**config.mk**
```make
export PLATFORM = sky130hd
export DESIGN_NAME = hart_bus_port
export DESIGN_NICKNAME = d
export VERILOG_FILES = /design/src/rtl/bus_pkg.sv /design/src/rtl/hart_bus_port.sv /design/src/rtl/ahb_data_phase.sv /design/src/rtl/ahb_addr_phase.sv /design/src/rtl/lrsc_monitor.sv /design/src/rtl/bus_cmd_stage.sv
export SDC_FILE = /design/constraint.sdc
export NUM_CORES = 1
export LEC_CHECK = 0
export ABC_AREA = 1
export BUFFER_PORTS_ARGS = -buffer_cell sky130_fd_sc_hd__buf_2
export CORE_ASPECT_RATIO = 0.7
export CORE_MARGIN = 1.5
export CORE_UTILIZATION = 41
export CTS_CLUSTER_DIAMETER = 120
export CTS_CLUSTER_SIZE = 40
export DETAILED_ROUTE_END_ITERATION = 12
export REMOVE_ABC_BUFFERS = 1
export SETUP_SLACK_MARGIN = 0.02
export SLEW_MARGIN = 5
export SYNTH_ARGS = -nofsm -noshare
export SYNTH_HDL_FRONTEND = slang
export SYNTH_SLANG_ARGS = --single-unit
```
**constraint.sdc**
```tcl
create_clock -name clk -period 8.9 [get_ports clk]
set_clock_uncertainty 0.15 [all_clocks]
set_input_delay 0.445 -clock clk [delete_from_list [all_inputs] [get_ports clk]]
set_output_delay 0.445 -clock clk [all_outputs]
set_load 0.03 [all_outputs]
```
**src/rtl/bus_pkg.sv**
```systemverilog
/* Hart bus port types */
package bus_pkg;

    // ------------------------------
    // Widths
    // ------------------------------
    typedef logic [31:0] addr_t;  // Byte address
    typedef logic [31:0] data_t;  // Bus data word
    typedef logic [1:0]  size_t;  // 0 byte, 1 halfword, 2 word

    typedef enum logic [1:0] {
        READ  = 2'd0,  // Plain load
        WRITE = 2'd1,  // Plain store
        LR    = 2'd2,  // Load reserved
        SC    = 2'd3   // Store conditional
    } cmd_kind_e;

    // ------------------------------
    // Core side
    // ------------------------------
    typedef struct packed {
        logic      req;    // Command valid
        cmd_kind_e kind;
        size_t     size;
        addr_t     addr;
        data_t     wdata;
    } bus_cmd_t;

    typedef struct packed {
        logic buserr;     // Slave answered ERROR
        logic exception;  // Misaligned access
        logic write;      // Memory was written
        logic done;       // One pulse per command
    } bus_done_t;

    // ------------------------------
    // AHB side
    // ------------------------------
    typedef struct packed {
        logic       hsel;
        logic [1:0] htrans;
        logic       hwrite;
        logic [2:0] hsize;
        addr_t      haddr;
        data_t      hwdata;
    } ahb_m_req_t;

    typedef struct packed {
        logic  hreadyout;
        data_t hrdata;
        logic  hresp;  // High on ERROR
    } ahb_m_rsp_t;

    typedef struct packed {
        logic       hsel;
        logic [1:0] htrans;
        logic       hwrite;
        addr_t      haddr;
        logic       hready;
        logic       hreadyout;
    } ahb_snoop_t;

    typedef struct packed {
        cmd_kind_e kind;
        size_t     size;
        addr_t     addr;
        data_t     wdata;
        logic      on_bus;     // Needs an AHB transfer
        logic      exception;  // Misaligned, never on bus
        logic      sc_fail;    // SC lost its reservation
    } pipe_item_t;

    localparam logic [1:0] HTRANS_IDLE   = 2'b00;
    localparam logic [1:0] HTRANS_NONSEQ = 2'b10;

    localparam data_t SC_FAIL_VALUE = 32'd1;  // Returned by a failed SC
    localparam data_t SC_OK_VALUE   = 32'd0;

endpackage
```
**src/rtl/hart_bus_port.sv**
```systemverilog
/* Hart AHB bus port */
module hart_bus_port #(
    parameter int RESV_GRANULE_LOG2 = 2  // Reservation granule, log2 bytes
) (
    input  logic                clk,
    input  logic                rst,
    input  bus_pkg::bus_cmd_t   cmd,
    output logic                ack,
    output bus_pkg::bus_done_t  done,
    output bus_pkg::data_t      rdata,
    output bus_pkg::ahb_m_req_t ahb_m,
    input  bus_pkg::ahb_m_rsp_t ahb_rsp,
    input  bus_pkg::ahb_snoop_t snoop  // Second port, monitor only
);

    // ------------------------------
    // Stage links
    // ------------------------------
    bus_pkg::pipe_item_t cs_item;  // Command stage out
    bus_pkg::pipe_item_t ap_item;  // Address phase out
    bus_pkg::ahb_m_req_t ap_bus;
    bus_pkg::data_t      hwdata;
    bus_pkg::addr_t      lr_addr;
    logic                cs_valid;
    logic                ap_valid;
    logic                advance;
    logic                hready;
    logic                resv_hit;
    logic                sc_issue;
    logic                lr_done;
    logic                dp_busy;
    logic                pipe_busy;

    assign pipe_busy = ap_valid || dp_busy;

    always_comb
    begin
        ahb_m        = ap_bus;
        ahb_m.hwdata = hwdata;  // Write data from data phase
    end

    bus_cmd_stage u_cmd_stage (
        .clk(clk), .rst(rst),
        .cmd(cmd), .ack(ack),
        .resv_hit(resv_hit), .pipe_busy(pipe_busy), .advance(advance),
        .item(cs_item), .item_valid(cs_valid), .sc_issue(sc_issue)
    );

    lrsc_monitor #(
        .RESV_GRANULE_LOG2(RESV_GRANULE_LOG2)
    ) u_lrsc_monitor (
        .clk(clk), .rst(rst),
        .snoop(snoop), .chk_addr(cmd.addr), .resv_hit(resv_hit),
        .lr_done(lr_done), .lr_addr(lr_addr), .sc_issue(sc_issue)
    );

    ahb_addr_phase u_addr_phase (
        .clk(clk), .rst(rst),
        .item_in(cs_item), .valid_in(cs_valid), .advance(advance),
        .ahb_hready(hready), .ahb_out(ap_bus),
        .item_out(ap_item), .valid_out(ap_valid)
    );

    ahb_data_phase u_data_phase (
        .clk(clk), .rst(rst),
        .item_in(ap_item), .valid_in(ap_valid), .rsp(ahb_rsp),
        .hwdata(hwdata), .hready(hready), .done(done), .rdata(rdata),
        .lr_done(lr_done), .lr_addr(lr_addr), .busy(dp_busy)
    );

endmodule

```
**src/rtl/ahb_data_phase.sv**
```systemverilog
/* AHB data phase and completion */
module ahb_data_phase (
    input  logic                clk,
    input  logic                rst,
    input  bus_pkg::pipe_item_t item_in,
    input  logic                valid_in,
    input  bus_pkg::ahb_m_rsp_t rsp,
    output bus_pkg::data_t      hwdata,
    output logic                hready,   // Ready seen by address phase
    output bus_pkg::bus_done_t  done,
    output bus_pkg::data_t      rdata,
    output logic                lr_done,
    output bus_pkg::addr_t      lr_addr,
    output logic                busy
);

    bus_pkg::pipe_item_t dp_item;
    bus_pkg::pipe_item_t fin_item;  // Item completing this edge
    logic                dp_valid;
    logic                dp_on_bus;
    logic                bus_done;     // Transfer ends on hreadyout
    logic                held_done;    // Parked non-bus item ends
    logic                direct_done;  // Non-bus item ends straight from address phase
    logic                fin;
    logic                fin_write;

    // ------------------------------
    // Completion select
    // ------------------------------
    assign dp_on_bus   = dp_valid && dp_item.on_bus;
    assign hready      = !dp_on_bus || rsp.hreadyout;
    assign bus_done    = dp_on_bus && rsp.hreadyout;
    assign held_done   = dp_valid && !dp_item.on_bus;
    assign direct_done = valid_in && !item_in.on_bus && !dp_valid;

    assign fin_item  = dp_valid ? dp_item : item_in;  // Older item first
    assign fin       = bus_done || held_done || direct_done;
    assign fin_write = fin_item.kind == bus_pkg::WRITE || fin_item.kind == bus_pkg::SC;

    assign hwdata  = dp_item.wdata;
    assign busy    = dp_valid;
    assign lr_done = bus_done && dp_item.kind == bus_pkg::LR && !rsp.hresp;
    assign lr_addr = dp_item.addr;

    // ------------------------------
    // Data phase register
    // ------------------------------
    // A non-bus item only parks here when an older item leaves on the same edge
    always_ff @(posedge clk)
    begin
        if (rst)
            dp_valid <= 1'b0;
        else if (hready)
            dp_valid <= valid_in && (item_in.on_bus || dp_valid);
    end

    always_ff @(posedge clk)
    begin
        if (hready)
            dp_item <= item_in;
    end

    // ------------------------------
    // Done and read data
    // ------------------------------
    always_ff @(posedge clk)
    begin
        if (rst)
        begin
            done <= '0;
        end
        else
        begin
            done.done      <= fin;
            done.write     <= bus_done && fin_write;  // Failed SC never writes
            done.buserr    <= bus_done && rsp.hresp;
            done.exception <= fin && fin_item.exception;
        end
    end

    always_ff @(posedge clk)
    begin
        if (bus_done)
            rdata <= (dp_item.kind == bus_pkg::SC) ? bus_pkg::SC_OK_VALUE : rsp.hrdata;
        else if (fin)
            rdata <= fin_item.sc_fail ? bus_pkg::SC_FAIL_VALUE : '0;
    end

endmodule

```
**src/rtl/ahb_addr_phase.sv**
```systemverilog
/* AHB address phase */
module ahb_addr_phase (
    input  logic                clk,
    input  logic                rst,
    input  bus_pkg::pipe_item_t item_in,
    input  logic                valid_in,
    output logic                advance,     // Taking item_in this edge
    input  logic                ahb_hready,
    output bus_pkg::ahb_m_req_t ahb_out,
    output bus_pkg::pipe_item_t item_out,
    output logic                valid_out
);

    logic on_bus;  // Real transfer in address phase

    // Address phase may only move on a ready bus
    assign advance = !valid_out || ahb_hready;

    // ------------------------------
    // Phase register
    // ------------------------------
    always_ff @(posedge clk)
    begin
        if (rst)
        begin
            valid_out <= 1'b0;
        end
        else if (advance)
        begin
            valid_out <= valid_in;
        end
    end

    always_ff @(posedge clk)
    begin
        if (advance)
        begin
            item_out <= item_in;  // Held through wait states
        end
    end

    // ------------------------------
    // AHB address outputs
    // ------------------------------
    assign on_bus = valid_out && item_out.on_bus;

    always_comb
    begin
        ahb_out.hsel   = on_bus;
        ahb_out.htrans = on_bus ? bus_pkg::HTRANS_NONSEQ : bus_pkg::HTRANS_IDLE;
        ahb_out.hwrite = on_bus
                      && (item_out.kind == bus_pkg::WRITE || item_out.kind == bus_pkg::SC);
        ahb_out.hsize  = {1'b0, item_out.size};
        ahb_out.haddr  = item_out.addr;
        ahb_out.hwdata = '0;  // Data lags by a phase
    end

endmodule

```
**src/rtl/lrsc_monitor.sv**
```systemverilog
/* LR/SC reservation monitor */
module lrsc_monitor #(
    parameter int RESV_GRANULE_LOG2 = 2  // log2 of granule bytes
) (
    input  logic                clk,
    input  logic                rst,
    input  bus_pkg::ahb_snoop_t snoop,
    input  bus_pkg::addr_t      chk_addr,  // Address of incoming command
    output logic                resv_hit,
    input  logic                lr_done,   // LR completed without error
    input  bus_pkg::addr_t      lr_addr,
    input  logic                sc_issue
);

    localparam int MSB = $bits(bus_pkg::addr_t) - 1;

    logic           snoop_wr;
    logic           snoop_hit_resv;
    logic           snoop_hit_lr;
    logic           resv_valid;
    bus_pkg::addr_t resv_addr;

    // ------------------------------
    // Snoop decode
    // ------------------------------
    assign snoop_wr = snoop.hsel && snoop.htrans[1] && snoop.hready
                   && snoop.hreadyout && snoop.hwrite;  // Accepted write by another master

    assign snoop_hit_resv = snoop_wr
        && snoop.haddr[MSB:RESV_GRANULE_LOG2] == resv_addr[MSB:RESV_GRANULE_LOG2];
    assign snoop_hit_lr = snoop_wr
        && snoop.haddr[MSB:RESV_GRANULE_LOG2] == lr_addr[MSB:RESV_GRANULE_LOG2];

    // Same-cycle snoop write already counts against the SC
    assign resv_hit = resv_valid && !snoop_hit_resv
        && chk_addr[MSB:RESV_GRANULE_LOG2] == resv_addr[MSB:RESV_GRANULE_LOG2];

    // ------------------------------
    // Reservation
    // ------------------------------
    always_ff @(posedge clk)
    begin
        if (rst)
            resv_valid <= 1'b0;
        else if (sc_issue)
            resv_valid <= 1'b0;           // Any SC consumes it
        else if (lr_done)
            resv_valid <= !snoop_hit_lr;  // New granule, lost if written now
        else if (snoop_hit_resv)
            resv_valid <= 1'b0;
    end

    always_ff @(posedge clk)
    begin
        if (lr_done)
            resv_addr <= lr_addr;
    end

endmodule

```
**src/rtl/bus_cmd_stage.sv**
```systemverilog
/* Command accept stage */
module bus_cmd_stage (
    input  logic                clk,
    input  logic                rst,
    input  bus_pkg::bus_cmd_t   cmd,
    output logic                ack,
    input  logic                resv_hit,    // SC address still reserved
    input  logic                pipe_busy,   // Address or data phase occupied
    input  logic                advance,     // Address phase takes our item
    output bus_pkg::pipe_item_t item,
    output logic                item_valid,
    output logic                sc_issue     // SC accepted, drop reservation
);

    logic                misaligned;
    logic                is_sc;
    logic                sc_fail;
    logic                slot_free;
    bus_pkg::pipe_item_t item_next;

    // ------------------------------
    // Command decode
    // ------------------------------
    assign misaligned = (cmd.size == 2'd1 && cmd.addr[0])            // Odd halfword
                     || (cmd.size == 2'd2 && cmd.addr[1:0] != 2'b00) // Unaligned word
                     || (cmd.size == 2'd3);                          // No such size

    assign is_sc   = cmd.kind == bus_pkg::SC;
    assign sc_fail = is_sc && !misaligned && !resv_hit;  // Judged at accept

    // An SC waits for an empty pipe so that older LRs have settled the reservation
    assign slot_free = !item_valid || advance;
    assign ack       = cmd.req && slot_free && !(is_sc && (item_valid || pipe_busy));
    assign sc_issue  = ack && is_sc;

    always_comb
    begin
        item_next.kind      = cmd.kind;
        item_next.size      = cmd.size;
        item_next.addr      = cmd.addr;
        item_next.wdata     = cmd.wdata;
        item_next.exception = misaligned;
        item_next.sc_fail   = sc_fail;
        item_next.on_bus    = !misaligned && !sc_fail;  // Only clean commands go out
    end

    // ------------------------------
    // Item register
    // ------------------------------
    always_ff @(posedge clk)
    begin
        if (rst)
        begin
            item_valid <= 1'b0;
        end
        else if (ack)
        begin
            item_valid <= 1'b1;  // New item, may replace a departing one
        end
        else if (advance)
        begin
            item_valid <= 1'b0;  // Handed on, nothing behind
        end
    end

    always_ff @(posedge clk)
    begin
        if (ack)
        begin
            item <= item_next;
        end
    end

endmodule

```
==> results.md <==
* Critical Path RT at 8310 ps
* Antenna violations before repair at 3
* Worst setup EP type: output port
* Post-synth top cells: edfxtp_1, nand2_1, inv_1
* EDFF count, synth at about 270
* #FFs+latches synth at approximately 280
* Setup repair after global routing missed its margin: false
* Clock latency on the worst-skew pair at about 500 ps
* Residual DRC count at 0
* Arrival @ worst endpoint at 3710 ps
* Row cnt at between 40 and 50
* Final #Nets at 1172
* Synthesized area at between 0.01 and 0.015 sq mm
* Leak at 5.53 nW
* Antenna-violating nets left at 0
* Share of the synthesized area in the top cell type at between 70% and 80%
* Worst R2R End: u_cmd_stage.item[25]$_DFFE_PP_
* Grt ovf at 0
* Status: complete, no violations
* P per Cell Area at between 150 and 200 mW/mm^2
* Maximum number of pins on one net before global-route repair at just over 70
* Area delta synth->final at 18.9%
* DR vias/cell at about 4.3
* Setup TNS at 0 ps
* Core Box Area at 0.0258 sq mm
* Top post-synthesis cells by area: edfxtp_1, buf_4, nand2_1
* Vias in the first global route at 5800
* Fin util at between 40% and 50%
* Cell with the most instances after synthesis: edfxtp_1
* Maximum vdd drop at 0.000120 V
* Max Clk Rate at about 230 MHz
* R2r setup slk at approximately 5500 ps
* Synth cell types at 27
* Hold path endpoint: u_cmd_stage.item[43]$_DFFE_PP_
* Routed WL per cell at 15.6 um
* Vias at about 6000
* Hold depth at 1
* Final HPWL DP at approximately 15 mm
* Clock transition at path regs at 140 ps
* First-pass iteration count of the detailed router at 5
* CTS tree: yes
* Launch point of the worst reg-to-reg path: u_data_phase.dp_item[2]$_DFFE_PP_
* Largest fanout on the critical path at 70
* Share of flip-flops with an asynchronous set or reset at 0%
* Chip Height at 139 um
* Die area at 0.0274 sq mm
* PortBufs at approximately 250
* # H-tree levels at 1
* Clock tree root driver cell: clkbuf_16
* Crit Path Category: flop to output port
* # IOs at 251
* Clock buffer depth at 3
* Sink Count at 279
* Max Cap Violations at 0
* Syn_area_per_cell at 13.8 sq um
* Post-synthesis sequential area ratio at roughly 77%
* # setup viols final at 0
* Final Slew Violations at 0
* HP Class: input port to flop
* Placer Congestion at roughly 0.74
* Worst slew margin at approximately 17%
* Fin crit period at 4300 ps
* Worst hold start: cmd[40]
* Final Hold Vio Count at 0
* Mapped Cells at 783
* First-pass GRT wire length at 32.3 mm
* Cts hold-fix bufs at 57
* Total track usage at between 10% and 20%
* Post-cts resize count at 0
* Post-CTS Setup Bufs at 0
* Die W at a little under 200 um
* Drt total wl at between 20 and 25 mm
* Post-synth top flop: edfxtp_1
* Number of warnings issued by yosys at 0
* DRT iter0 DRCs at 370
* Final cycle utilization of the critical path at about half
* Initial core utilization at 41.9%
* Worst-Margin Slew at between 1000 and 1500 ps
* Worst setup SP type: flop
* Leading area contributor after synthesis: edfxtp_1
* CTS Buf Count at 10
* Share of cells above drive strength 1 at a little over a quarter
* Cell depth of the worst flop-to-flop path at 7
## how the worst max path moves through the flow
stage,to,from,cells after the start
3_5_place_dp,ack,ahb_rsp[33],9
2_1_floorplan,ack,ahb_rsp[33],5
6_report,ack,u_data_phase.dp_item[2]$_DFFE_PP_,8
4_1_cts,ack,u_data_phase.dp_item[2]$_DFFE_PP_,8
5_1_grt,ack,u_data_phase.busy$_SDFFE_PP0P_,8
3_3_place_gp,ack,ahb_rsp[33],9
## per-layer routing
layer | track usage, % | up-vias | routed length [um]
li1 | - | 2991 | -
met1 | 23.5 | 2823 | 10600
met2 | 23.5 | 193 | 9320
met3 | 3.75 | 18 | 1490
met4 | 2.53 | 4 | 241
met5 | 0 | - | 27
## final cells by class
| type | instances | area (sq um) |
|---|---|---|
| fillers | 2273 | 12900 |
| flip-flops and latches | 279 | 8300 |
| repair buffers | 308 | 1850 |
| multi-input cells | 322 | 1570 |
| well taps | 357 | 447 |
| inverters | 108 | 408 |
| clock buffers | 16 | 294 |
| diodes | 3 | 7.51 |
## through the flow
stage	hold WS, ps	power (mW)	setup slack [ps]	cells	area [sq um]
floorplan	250	1.64	5450	709	10300
global placement	250	1.72	4960	1315	12000
detailed placement	255	1.73	4870	1315	12000
CTS	1.27	2.35	4450	1388	12800
global route	1.39	2.40	4290	1390	12900
finish	24.4	2.32	4600	1393	12900
## cells by family (layout without fill, tap and decap cells)
kind of cell	after synthesis	after routing	share of synthesized area, %
buf+inv	183	432	8.85
mux	1	1	0.0925
compound gates	20	20	1.06
simple gates	252	252	9.46
xor+xnor	47	47	3.80
other cells	1	5	0.0347
flops	279	279	76.7
## where the power goes
part | internal [mW] | switching (mW)
logic | 0.0736 | 0.115
registers | 1.51 | 0.0232
clock network | 0.233 | 0.366
## worst max-delay path, stage by stage (launching register included)
cell and delay (ps):
edfxtp_1 500, nand3b_4 120, buf_4 780, nor2_2 90, nand2_1 120, nand3_1 140
clkinv_2 570, buf_4 530, buf_2 290
## registers in the layout, summed over array words and instances (netlist names)
register and flops:
u_cmd_stage.item_valid 1, u_cmd_stage.item 71, u_data_phase.lr_addr 30, u_data_phase.hwdata 32, u_lrsc_monitor.resv_addr 30, u_data_phase.dp_item 5, u_data_phase.done 4, u_addr_phase.valid_out 1
u_addr_phase.ahb_out 34, u_lrsc_monitor.resv_valid 1, u_data_phase.rdata 32, u_addr_phase.item_out 37, u_data_phase.busy 1
## cell usage in the layout (no fill, tap or decap), types with 8 or more instances in the layout
master	n
edfxtp_1	271
buf_2	245
nand2_1	136
inv_1	106
nor2_1	94
dlygate4sd3_1	59
xnor2_1	33
xor2_1	14
o21ai_0	11
clkbuf_16	11
nand3_1	8
dfxtp_1	8
(Power assumes the default switching activity.)
